`config.mk`:
```
export PLATFORM = sky130hd
export DESIGN_NAME = sqrt_top
export DESIGN_NICKNAME = d
export VERILOG_FILES = /design/src/sqrt_pkg.sv /design/src/sqrt_if.sv /design/src/sqrt_apb_ctrl.sv /design/src/sqrt_pipe.sv /design/src/sqrt_result_fifo.sv /design/src/sqrt_top.sv
export SDC_FILE = /design/constraint.sdc
export NUM_CORES = 1
export LEC_CHECK = 0
export ABC_CLOCK_PERIOD_IN_PS = 6150
export BUFFER_PORTS_ARGS = -buffer_cell sky130_fd_sc_hd__buf_2
export CAP_MARGIN = 20
export CORE_MARGIN = 10
export CORE_UTILIZATION = 50
export CTS_CLUSTER_DIAMETER = 80
export DETAILED_ROUTE_END_ITERATION = 10
export PLACE_DENSITY = 0.72
export SYNTH_ARGS = -nofsm -noshare
export SYNTH_HDL_FRONTEND = slang
export SYNTH_SLANG_ARGS = --single-unit
```
`constraint.sdc`:
```
create_clock -name i_clk -period 6.15 [get_ports i_clk]
set_clock_uncertainty 0.1 [all_clocks]
set_input_delay 0.615 -clock i_clk [delete_from_list [all_inputs] [get_ports i_clk]]
set_output_delay 0.615 -clock i_clk [all_outputs]
set_load 0.1 [all_outputs]
```
`src/sqrt_pkg.sv`:
```
/* Widths, APB register map, pipeline latency and the single non-restoring step.
   Imported by the square-root datapath, the queue and the APB control block. */

package sqrt_pkg;

    ////////////////////////////////////////
    // datapath widths
    ////////////////////////////////////////
    localparam int RAD_W         = 32;            // radicand, also APB data width
    localparam int ROOT_W        = RAD_W / 2;
    localparam int REM_W         = ROOT_W + 1;
    localparam int PREM_W        = REM_W + 1;     // signed partial remainder
    localparam int STEPS         = ROOT_W;        // one root bit per step
    localparam int STEPS_PER_REG = 2;
    localparam int LATENCY       = STEPS / STEPS_PER_REG;

    ////////////////////////////////////////
    // result queue
    ////////////////////////////////////////
    localparam int FIFO_DEPTH    = 4;
    localparam int PTR_W         = $clog2(FIFO_DEPTH);
    localparam int CNT_W         = $clog2(FIFO_DEPTH + 1); // holds 0..FIFO_DEPTH

    ////////////////////////////////////////
    // APB register map
    ////////////////////////////////////////
    localparam int ADDR_W = 4;

    localparam logic [ADDR_W-1:0] REG_RADICAND  = 4'h0; // write starts a computation
    localparam logic [ADDR_W-1:0] REG_STATUS    = 4'h4;
    localparam logic [ADDR_W-1:0] REG_ROOT      = 4'h8; // peek at queue head
    localparam logic [ADDR_W-1:0] REG_REMAINDER = 4'hC; // read pops queue head

    // STATUS word fields
    localparam int STAT_INFL_LSB = 0;  // in-flight count
    localparam int STAT_QCNT_LSB = 4;  // queue count
    localparam int STAT_FLD_W    = 4;

    // One step of the modified non-restoring square root. A non-negative
    // partial remainder subtracts {root, 01}, a negative one adds {root, 11}.
    // Result is {new partial remainder, new root bit}.
    function automatic logic [PREM_W:0] sqrt_step(
        input logic [PREM_W-1:0] rem,
        input logic [ROOT_W-1:0] root,
        input logic [1:0]        pair
    );
        logic [PREM_W-1:0] shifted;
        logic [PREM_W-1:0] next_rem;

        shifted = {rem[PREM_W-3:0], pair};  // bring down the next radicand pair
        if (rem[PREM_W-1]) begin
            next_rem = shifted + {root, 2'b11};
        end else begin
            next_rem = shifted - {root, 2'b01};
        end
        return {next_rem, ~next_rem[PREM_W-1]}; // root bit is the inverted sign
    endfunction

endpackage

```
`src/sqrt_if.sv`:
```
/* Issue and result traffic between the APB control block, the square-root
   pipeline and the result queue. */
`timescale 1ns/1ns

interface sqrt_if;
    import sqrt_pkg::*;

    logic              issue;      // one-cycle start pulse
    logic [RAD_W-1:0]  radicand;
    logic              pop;        // drop queue head
    logic              res_valid;  // pipeline output strobe
    logic [ROOT_W-1:0] res_root;
    logic [REM_W-1:0]  res_rem;
    logic [CNT_W-1:0]  count;      // queue occupancy
    logic [ROOT_W-1:0] head_root;
    logic [REM_W-1:0]  head_rem;

    modport ctrl (
        output issue, radicand, pop,
        input  res_valid, count, head_root, head_rem
    );

    modport pipe (
        input  issue, radicand,
        output res_valid, res_root, res_rem
    );

    modport fifo (
        input  res_valid, res_root, res_rem, pop,
        output count, head_root, head_rem
    );

endinterface

```
`src/sqrt_apb_ctrl.sv`:
```
/* APB slave for the square-root unit: register decode, in-flight credit
   counting, wait states for pending results and error responses. */
`timescale 1ns/1ns

module sqrt_apb_ctrl (
    input  logic                        i_clk,
    input  logic                        i_rst_n,
    input  logic                        i_psel,
    input  logic                        i_penable,
    input  logic                        i_pwrite,
    input  logic [sqrt_pkg::ADDR_W-1:0] i_paddr,
    input  logic [sqrt_pkg::RAD_W-1:0]  i_pwdata,
    output logic [sqrt_pkg::RAD_W-1:0]  o_prdata,
    output logic                        o_pready,
    output logic                        o_pslverr,
    sqrt_if.ctrl                        c
);
    import sqrt_pkg::*;

    logic              access;       // APB access phase
    logic              rad_wr;
    logic              stat_rd;
    logic              data_rd;      // ROOT or REMAINDER read
    logic              q_empty;
    logic              none_pending;
    logic              space;
    logic              stall;
    logic              err;
    logic [CNT_W-1:0]  inflight;
    logic [CNT_W:0]    occupied;     // in flight plus queued
    logic [RAD_W-1:0]  status;

    ////////////////////////////////////////
    // decode
    ////////////////////////////////////////
    assign access  = i_psel & i_penable;
    assign rad_wr  = i_pwrite & (i_paddr == REG_RADICAND);
    assign stat_rd = ~i_pwrite & (i_paddr == REG_STATUS);
    assign data_rd = ~i_pwrite & ((i_paddr == REG_ROOT) | (i_paddr == REG_REMAINDER));

    assign q_empty      = (c.count == '0);
    assign none_pending = (inflight == '0);
    assign occupied     = {1'b0, inflight} + {1'b0, c.count};
    assign space        = (occupied < (CNT_W+1)'(FIFO_DEPTH)); // keeps the queue from overflow

    ////////////////////////////////////////
    // response
    ////////////////////////////////////////
    // a data read on an empty queue waits only while a result is on its way
    assign stall = access & data_rd & q_empty & ~none_pending;

    always_comb begin
        if (rad_wr) begin
            err = ~space;
        end else if (data_rd) begin
            err = q_empty & none_pending;  // nothing would ever arrive
        end else begin
            err = ~stat_rd;                // unmapped offset
        end
    end

    assign o_pready  = access & ~stall;
    assign o_pslverr = access & ~stall & err;

    ////////////////////////////////////////
    // datapath control
    ////////////////////////////////////////
    assign c.issue    = access & rad_wr & space;
    assign c.radicand = i_pwdata;
    assign c.pop      = access & ~i_pwrite & (i_paddr == REG_REMAINDER) & ~q_empty;

    // in-flight credits
    always_ff @(posedge i_clk) begin
        if (!i_rst_n) begin
            inflight <= '0;
        end else begin
            case ({c.issue, c.res_valid})
                2'b10:   inflight <= inflight + 1'b1;
                2'b01:   inflight <= inflight - 1'b1;
                default: inflight <= inflight;
            endcase
        end
    end

    ////////////////////////////////////////
    // read data
    ////////////////////////////////////////
    always_comb begin
        status = '0;
        status[STAT_INFL_LSB +: STAT_FLD_W] = STAT_FLD_W'(inflight);
        status[STAT_QCNT_LSB +: STAT_FLD_W] = STAT_FLD_W'(c.count);
    end

    always_comb begin
        case (i_paddr)
            REG_STATUS:    o_prdata = status;
            REG_ROOT:      o_prdata = RAD_W'(c.head_root);
            REG_REMAINDER: o_prdata = RAD_W'(c.head_rem);
            default:       o_prdata = '0;
        endcase
    end

endmodule

```
`src/sqrt_pipe.sv`:
```
/* Pipelined integer square root, two non-restoring steps per register stage.
   Accepts one radicand per cycle and presents root and remainder LATENCY cycles later. */
`timescale 1ns/1ns

module sqrt_pipe (
    input  logic  i_clk,
    input  logic  i_rst_n,
    sqrt_if.pipe  p
);
    import sqrt_pkg::*;

    ////////////////////////////////////////
    // stage registers
    ////////////////////////////////////////
    logic [PREM_W-1:0] rem_d  [LATENCY];   // after the two steps of a stage
    logic [PREM_W-1:0] rem_q  [LATENCY];
    logic [ROOT_W-1:0] root_d [LATENCY];
    logic [ROOT_W-1:0] root_q [LATENCY];
    logic [RAD_W-1:0]  rad_in [LATENCY];   // radicand seen by each stage
    logic [RAD_W-1:0]  rad_q  [LATENCY-1]; // last stage needs no copy
    logic [LATENCY-1:0] vld_q;

    logic [PREM_W-1:0] rem_last;
    logic [PREM_W-1:0] rem_fix;

    ////////////////////////////////////////
    // step logic
    ////////////////////////////////////////
    genvar s, j;
    generate
        for (s = 0; s < LATENCY; s++) begin : g_stage
            logic [PREM_W-1:0] rem_c  [STEPS_PER_REG+1];
            logic [ROOT_W-1:0] root_c [STEPS_PER_REG+1];

            if (s == 0) begin : g_first
                assign rem_c[0]  = '0;           // start with a zero remainder
                assign root_c[0] = '0;
                assign rad_in[s] = p.radicand;
            end else begin : g_next
                assign rem_c[0]  = rem_q[s-1];
                assign root_c[0] = root_q[s-1];
                assign rad_in[s] = rad_q[s-1];
            end

            for (j = 0; j < STEPS_PER_REG; j++) begin : g_step
                localparam int K = s * STEPS_PER_REG + j; // global step index
                logic [PREM_W:0] step_out;

                assign step_out = sqrt_step(rem_c[j], root_c[j],
                                            rad_in[s][RAD_W-1-2*K -: 2]);
                assign rem_c[j+1]  = step_out[PREM_W:1];
                assign root_c[j+1] = {root_c[j][ROOT_W-2:0], step_out[0]};
            end

            assign rem_d[s]  = rem_c[STEPS_PER_REG];
            assign root_d[s] = root_c[STEPS_PER_REG];
        end
    endgenerate

    // valid chain
    always_ff @(posedge i_clk) begin
        if (!i_rst_n) begin
            vld_q <= '0;
        end else begin
            vld_q <= {vld_q[LATENCY-2:0], p.issue};
        end
    end

    // payload, no reset
    always_ff @(posedge i_clk) begin
        for (int k = 0; k < LATENCY; k++) begin
            rem_q[k]  <= rem_d[k];
            root_q[k] <= root_d[k];
        end
        for (int k = 0; k < LATENCY - 1; k++) begin
            rad_q[k] <= rad_in[k];
        end
    end

    ////////////////////////////////////////
    // output and remainder correction
    ////////////////////////////////////////
    assign rem_last = rem_q[LATENCY-1];
    assign rem_fix  = rem_last + {1'b0, root_q[LATENCY-1], 1'b1}; // add back 2q+1

    assign p.res_valid = vld_q[LATENCY-1];
    assign p.res_root  = root_q[LATENCY-1];
    assign p.res_rem   = rem_last[PREM_W-1] ? rem_fix[REM_W-1:0]  // negative, restore
                                            : rem_last[REM_W-1:0];

endmodule

```
`src/sqrt_result_fifo.sv`:
```
/* Four-entry queue of root and remainder pairs filled by the pipeline.
   The head is always visible; a pop drops it. */
`timescale 1ns/1ns

module sqrt_result_fifo (
    input  logic  i_clk,
    input  logic  i_rst_n,
    sqrt_if.fifo  f
);
    import sqrt_pkg::*;

    logic [ROOT_W-1:0] root_mem [FIFO_DEPTH];
    logic [REM_W-1:0]  rem_mem  [FIFO_DEPTH];
    logic [PTR_W-1:0]  wr_ptr;
    logic [PTR_W-1:0]  rd_ptr;
    logic [CNT_W-1:0]  count_q;

    ////////////////////////////////////////
    // storage
    ////////////////////////////////////////
    always_ff @(posedge i_clk) begin
        if (f.res_valid) begin
            root_mem[wr_ptr] <= f.res_root;
            rem_mem[wr_ptr]  <= f.res_rem;
        end
    end

    ////////////////////////////////////////
    // pointers and occupancy
    ////////////////////////////////////////
    always_ff @(posedge i_clk) begin
        if (!i_rst_n) begin
            wr_ptr  <= '0;
            rd_ptr  <= '0;
            count_q <= '0;
        end else begin
            if (f.res_valid) begin
                wr_ptr <= wr_ptr + 1'b1;   // wraps, depth is a power of two
            end
            if (f.pop) begin
                rd_ptr <= rd_ptr + 1'b1;
            end
            case ({f.res_valid, f.pop})
                2'b10:   count_q <= count_q + 1'b1;
                2'b01:   count_q <= count_q - 1'b1;
                default: count_q <= count_q;  // idle or push with pop
            endcase
        end
    end

    assign f.count     = count_q;
    assign f.head_root = root_mem[rd_ptr];
    assign f.head_rem  = rem_mem[rd_ptr];

endmodule

```
`src/sqrt_top.sv`:
```
/* Top level of the APB square-root unit with plain APB ports.
   Connects the control block, the pipeline and the result queue. */
`timescale 1ns/1ns

module sqrt_top (
    input  logic                        i_clk,
    input  logic                        i_rst_n,
    input  logic                        i_psel,
    input  logic                        i_penable,
    input  logic                        i_pwrite,
    input  logic [sqrt_pkg::ADDR_W-1:0] i_paddr,
    input  logic [sqrt_pkg::RAD_W-1:0]  i_pwdata,
    output logic [sqrt_pkg::RAD_W-1:0]  o_prdata,
    output logic                        o_pready,
    output logic                        o_pslverr
);

    sqrt_if u_if ();  // issue and result traffic

    ////////////////////////////////////////
    // APB control
    ////////////////////////////////////////
    sqrt_apb_ctrl u_ctrl (
        .i_clk     (i_clk),
        .i_rst_n   (i_rst_n),
        .i_psel    (i_psel),
        .i_penable (i_penable),
        .i_pwrite  (i_pwrite),
        .i_paddr   (i_paddr),
        .i_pwdata  (i_pwdata),
        .o_prdata  (o_prdata),
        .o_pready  (o_pready),
        .o_pslverr (o_pslverr),
        .c         (u_if.ctrl)
    );

    ////////////////////////////////////////
    // datapath
    ////////////////////////////////////////
    sqrt_pipe u_pipe (
        .i_clk   (i_clk),
        .i_rst_n (i_rst_n),
        .p       (u_if.pipe)
    );

    sqrt_result_fifo u_fifo (
        .i_clk   (i_clk),
        .i_rst_n (i_rst_n),
        .f       (u_if.fifo)
    );

endmodule

```
==> results of run 1 <==
[cell type report]
| type | count | share of cell area (%) |
|---|---|---|
| Multi-Input combinational cell | 1677 | 47.21 |
| Sequential cell | 463 | 38.94 |
| Clock buffer | 62 | 4.991 |
| Tap cell | 615 | 2.829 |
| Timing Repair Buffer | 97 | 2.318 |
| Inverter | 143 | 2.005 |
| Clock inverter | 30 | 1.702 |
[metrics by stage]
stage | worst slack, ps | hold WS, ps | cells | cell area (sq um)
floorplan | 441.2 | 209.6 | 2350 | 24320
global placement | 545.9 | 209.5 | 2975 | 25180
detailed placement | 352.5 | 212.1 | 2975 | 25180
CTS | 305.8 | 0.3592 | 3087 | 27200
global route | 7.964 | 11.84 | 3087 | 27200
finish | 419.1 | 30.47 | 3087 | 27200
[timing repair]
item                                    CTS  global route
hold buffers                             20             0
hold endpoints to repair                 20             0
resized for setup                         0             2
endpoints found under the setup margin    0             4
[cells in the final DEF, fill, tap and decap left out, types with 8 or more instances in the layout]
cell	count
xnor2_1	225
clkinv_2	8
nand3_1	41
a211o_1	9
bufinv_16	10
clkbuf_16	51
conb_1	15
nand2_1	116
buf_2	59
nor2b_1	23
buf_4	18
ha_1	212
edfxtp_1	132
a21o_1	33
nand2b_1	17
a31oi_1	32
o211ai_1	18
xor2_1	78
a21boi_0	17
nor2_1	186
and2_1	21
or3_1	16
or2_2	14
o21a_1	46
nor3b_1	12
inv_1	138
o21bai_1	14
nor4_1	9
dlygate4sd3_1	20
and3_1	13
dfxtp_1	328
mux2i_1	32
a211oi_1	15
nor3_1	51
a21oi_1	113
mux4_2	33
o31ai_1	15
mux2_2	13
nand4_1	13
o21ai_0	91
[cells in the mapped netlist (13+ instances only)]
cell type	number	share of area (%)
clkbuf_1	31	0.48
buf_4	17	0.53
edfxtp_1	132	16
nor2_1	186	2.9
o21a_1	46	1.4
dfxtp_1	331	27
mux4_2	33	3.1
and3_1	13	0.34
o211ai_1	18	0.56
ha_1	212	11
inv_1	138	2.1
a21oi_1	113	2.3
or2_2	14	0.36
o31ai_1	15	0.46
nor3_1	51	1.1
o21ai_0	91	1.9
a31oi_1	32	0.82
nand2_1	116	1.8
nor2b_1	23	0.59
or3_1	16	0.41
nand4_1	13	0.34
mux2_2	13	0.60
nand3_1	41	0.85
xor2_1	78	2.8
mux2i_1	32	1.3
and2_1	21	0.54
o21bai_1	14	0.43
a211oi_1	15	0.46
xnor2_1	225	8.1
nand2b_1	17	0.44
a21o_1	33	1.0
a21boi_0	17	0.53
[registers in the layout, summed over array words and instances, names as in the netlist, named ones only]
name / cells
u_pipe.root_q: 72
u_ctrl.inflight: 3
u_fifo.wr_ptr: 2
u_fifo.rd_ptr: 2
u_pipe.vld_q: 8
u_fifo.root_mem: 64
u_pipe.rem_q: 127
u_pipe.rad_q: 112
u_fifo.rem_mem: 68
u_fifo.f.count: 3
[cell families (layout without fill, tap and decap cells)]
group	after synthesis	in the layout	synth area share [%]
simple gates	562	562	11.26
compound gates	498	498	14.02
flops	463	463	43.64
xor+xnor	305	305	11.07
fa+ha+maj	219	219	11.35
buf+inv	210	332	3.665
mux	78	78	4.985
other cells	1	15	0.01545
[worst reg2reg max path, cell delays in order, from the launching register on]
cell and delay (ps):
dfxtp_2 460, xnor2_1 110, ha_1 360, o211ai_1 130
o211a_1 270, or3_1 440, a31o_1 260, o21ai_1 180
mux2i_1 230, or2_0 130, buf_4 230, xnor2_1 170
ha_1 300, and3_1 210, a211oi_1 330, o22ai_1 190
a21o_1 240, o311ai_1 360, and4b_1 230, mux2_2 260
a211o_1 270, xor2_1 160
[per-layer routing]
layer  up-vias  wire length (um)  share of wire, %  GRT usage, %
met2       285             23400                49         29.66
met3        89              1848               3.8         2.439
met1      7912             21710                45         20.59
li1       8521                 -                 -             -
met4         0              1216               2.5         5.483
met5         -                 0                 0             0
[worst paths after layout]
kind                            cells after the start                   to                 from  slack [ps]
worst max-delay path                               21  u_pipe.rem_q[0][71]  u_pipe.rem_q[0][53]         420
worst min-delay path                                1  u_pipe.rad_q[0][23]         i_pwdata[23]          30
worst max register to register                     21  u_pipe.rem_q[0][71]  u_pipe.rem_q[0][53]         420
worst min register to register                      0   u_pipe.rad_q[2][7]   u_pipe.rad_q[1][7]         220
==> flow_summary.toml, run 1 <==
[run_status]
status = "completed"

[worst_hold_path]
hold_path.class = "in2reg"

[clock_tree]
numCtsBuffers = 49
cts_sinks = 463
insertion_delay_ps = 600
cts_tree = "yes"
clk_pin_slew_ps = 60
cts-root-buf = "clkbuf_16"
clock_path_buffers = 3
htreeDepth = 2
postCtsSetupBuffers = 0

[worst_setup_path]
arrival_ps = 6100
path_buf_inv = 1
cp_top_family = "compound AO/OA/AOI/OAI gates"
start_kind = "flop"
required_ps = 6520
critical_path.max_fanout = 14
max_stage_delay_ps = 460
crit_slowest_cell = "dfxtp_2"
path_cells = "xnor2_1 -> ha_1 -> o211ai_1 -> o211a_1 -> or3_1 -> a31o_1 -> o21ai_1 -> mux2i_1 -> or2_0 -> buf_4 -> xnor2_1 -> ha_1 -> and3_1 -> a211oi_1 -> o22ai_1 -> a21o_1 -> o311ai_1 -> and4b_1 -> mux2_2 -> a211o_1 -> xor2_1"
critical_path_class = "reg2reg"
crit_path_end_kind = "flop"

[placed_design]
gp_congestion = 0.8777
portBuffers = 59
dp.final_hpwl_um = 35720

[sta]
period_needed_ps = 5731
slew_viol_final = 0
rsz0062_at_grt = "false"
setup_tns_ps = 0
finalCritPeriodShare_pct = 93.19
finalHoldViolCount = 0
slew_headroom_pct = 35.36
fmax_mhz = 174.5
setup_viol = 0
worst_pin_slew_ps = 967.2

[synth]
async_flop_share_pct = 0
ys_seq_area_share_pct = 43.64
avgSynthCellArea_sq_um = 10.39
ys_types = 108
synthCells = 2336
synth_edf_count = 132
synth_warnings = 0
ys_ff_latch = 463
synthFlopType = "dfxtp_1"
netlist_area_sq_um = 24270

[floorplan]
core_area_sq_um = 47850
io_pins = 75
start_util_pct = 50.72
std_cell_rows = 80
die_w_um = 240.3
dieArea_sq_um = 57750
die_h_um = 240.3

[routing]
drt-total-wl_um = 48170
dr.pass1.iters = 5
avgViaCountPerCell = 5.444
drt_iter0_markers = 842
drc_errors = 0
ant_nets = 0
dr_total_vias = 16810
avgRoutedWirePerCell_um = 15.60

[grt]
grt_usage_pct = 16.78
grt_pass1_vias = 16770
antenna_found_initial = 1
grt_max_degree = 34
grt_overflow_total = 0
grt_first_pass_wirelength_um = 80810

[cells_and_area]
multiInputGateArea_sq_um = 12840
fillers = 4035
diodes = 0
syn2layout_area_growth_pct = 12.08
final-seq-area_sq_um = 10590
fin_nets = 2687
final_util_pct = 56.85
layout-drive-gt1-share_pct = 10.64

[job]
cap_viol_max_count = 0
Power of run 1 is left out: the tool's default activity adds up to more than one toggle a clock period on the data nets, which glitch-free logic cannot reach.
==> inputs of run 2 (changes only) <==
--- a/config.mk
+++ b/config.mk
@@ -5,14 +5,13 @@
 export SDC_FILE = /design/constraint.sdc
 export NUM_CORES = 1
 export LEC_CHECK = 0
-export ABC_CLOCK_PERIOD_IN_PS = 6150
 export BUFFER_PORTS_ARGS = -buffer_cell sky130_fd_sc_hd__buf_2
 export CAP_MARGIN = 20
 export CORE_MARGIN = 10
-export CORE_UTILIZATION = 50
+export CORE_UTILIZATION = 60
 export CTS_CLUSTER_DIAMETER = 80
 export DETAILED_ROUTE_END_ITERATION = 10
-export PLACE_DENSITY = 0.72
+export PLACE_DENSITY = 0.83
 export SYNTH_ARGS = -nofsm -noshare
 export SYNTH_HDL_FRONTEND = slang
 export SYNTH_SLANG_ARGS = --single-unit
==> run 2 against run 1 <==
Against the previous run:
- cell count shrank 3.5%
- register-to-register slack gained 30 ps
- global-route usage grew 3.0 points
- core utilization grew 10 points
- sequential share of layout area grew 0.56 points
- sequential cell count is the same
- highest routed layer unchanged
- critical path depth is the same
- maximum frequency grew 0.50%
- routed wire length grew 2.8%
- setup slack gained 28 ps
- first-iteration DRC count grew 21%
- die area shrank 15%
==> flow_summary.toml, run 2 (synthesized netlist as in run 1, its figures left out) <==
[routing]
drt-total-wl_um = 49510
dr.pass1.iters = 5
avgRoutedWirePerCell_um = 16.63
drt_iter0_markers = 1020
avgViaCountPerCell = 5.736
dr_total_vias = 17080
ant_nets = 0
drc_errors = 0

[clock_tree]
clock_path_buffers = 3
insertion_delay_ps = 600
clk_pin_slew_ps = 60
numCtsBuffers = 47
cts_sinks = 463
cts_tree = "yes"
htreeDepth = 2
cts-root-buf = "clkbuf_16"

[sta]
slew_headroom_pct = 43.15
setup_tns_ps = 0
setup_viol = 0
finalHoldViolCount = 0
worst_pin_slew_ps = 845.5
finalCritPeriodShare_pct = 92.73
fmax_mhz = 175.4
rsz0062_at_grt = "false"
slew_viol_final = 0
period_needed_ps = 5703

[worst_hold_path]
min_path_cells = 1
min_to = "u_pipe.rad_q[0][21]"
hold_path.class = "in2reg"
min_from = "i_pwdata[21]"

[worst_setup_path]
r2r_end = "u_pipe.rem_q[0][71]"
arrival_ps = 6070
critical_path_class = "reg2reg"
ff2ff_path_depth = 21
start_kind = "flop"
required_ps = 6520
critical_path.max_fanout = 14
crit_path_end_kind = "flop"
r2r_setup_slack_ps = 450
worstReg2RegStart = "u_pipe.rem_q[0][53]"

[grt]
antenna_found_initial = 0
grt_max_degree = 34
grt_first_pass_wirelength_um = 83100
grt_pass1_vias = 17310
grt_usage_pct = 19.78
grt_overflow_total = 0

[floorplan]
start_util_pct = 60.94
core_area_sq_um = 39820
die_h_um = 221.1
die_w_um = 221.1
io_pins = 75
std_cell_rows = 73
dieArea_sq_um = 48890

[placed_design]
dp.final_hpwl_um = 36610
gp_congestion = 0.8902
portBuffers = 59

[cells_and_area]
diodes = 0
final_cell_mix = "dfxtp_1 (329), xnor2_1 (225), ha_1 (212)"
top_regs = "u_pipe.rem_q x127, u_pipe.rad_q x112, u_pipe.root_q x72"
syn2layout_area_growth_pct = 10.47
top_register = "u_pipe.rem_q"
layout_commonest_cell = "dfxtp_1"
fin_nets = 2671
layout-drive-gt1-share_pct = 10.48
largest_register_ffs = 127

[job]
cap_viol_max_count = 0

[run_status]
status = "completed"
-- run 2: changes by cell type in the layout (fill, tap and decap cells not counted), moves of 2 or more --
cell / previous run / this run
clkinv_2: 8 / 11
clkinv_4: 6 / 1
dlygate4sd3_1: 20 / 8
clkbuf_1: 7 / 4
bufinv_16: 10 / 8
buf_4: 18 / 16
inv_6: 1 / 5
clkbuf_16: 51 / 47
-- run 2: worst max path at each step --
| stage | start | endpoint | slack [ps] |
|---|---|---|---|
| global route | u_pipe.rem_q[1][17] | u_pipe.rem_q[1][35] | 90 |
| floorplan | u_pipe.rem_q[1][17] | u_pipe.rem_q[1][35] | 440 |
| detailed placement | u_pipe.rem_q[0][53] | u_pipe.rem_q[0][71] | 370 |
| CTS | u_pipe.rem_q[0][53] | u_pipe.rem_q[0][71] | 350 |
| global placement | u_pipe.rem_q[0][53] | u_pipe.rem_q[0][71] | 590 |
| finish | u_pipe.rem_q[0][53] | u_pipe.rem_q[0][71] | 450 |
-- run 2: timing repair --
item	4_1_cts	5_1_grt
hold endpoints to repair	8	0
setup endpoints to repair	0	2
buffers inserted	0	0
hold buffers	8	0
gates resized for setup	0	1
-- run 2: critical path: stages, from the launching register on --
cell and delay (ps):
dfxtp_2 460, xnor2_1 120, ha_1 360, o211ai_1 120
o211a_1 270, or3_1 440, a31o_1 260, o21ai_1 170
mux2i_1 230, or2_0 130, buf_4 240, xnor2_1 110
ha_1 360, and3_1 200, a211oi_1 330, o22ai_1 180
a21o_1 240, o311ai_1 330, and4b_1 250, mux2_2 260
a211o_1 260, xor2_1 150
-- run 2: final cells by class --
cell class,count,area [sq um]
clock buffers,56,1260
well taps,525,656.9
clock inverters,31,417.9
repair buffers,83,495.5
flip-flops and latches,463,10590
inverters,143,545.5
fillers,2944,13010
multi-input cells,1677,12840
-- run 2: per-stage QoR --
stage | instance area, sq um | cells | worst slack [ps] | hold slack (ps) | util [%]
final | 26810 | 2978 | 447.3 | 21.53 | 67.32
after global routing | 26810 | 2978 | 89.92 | 10.30 | 67.32
after CTS | 26810 | 2978 | 351.5 | 0.6200 | 67.32
after detailed placement | 25050 | 2883 | 367.9 | 212.1 | 62.91
after global placement | 25050 | 2883 | 590.9 | 209.7 | 62.91
after floorplan | 24320 | 2350 | 441.2 | 209.6 | -
-- run 2: metal layers --
layer / vias to the layer above / global-route usage (%) / share of wire [%]
met3: 112 / 3.032 / 4.1
met4: 0 / 7.310 / 2.9
met1: 8114 / 23.38 / 42
li1: 8489 / - / -
met2: 367 / 35.47 / 51
met5: - / 0 / 0
Power of run 2 is left out for the same reason.
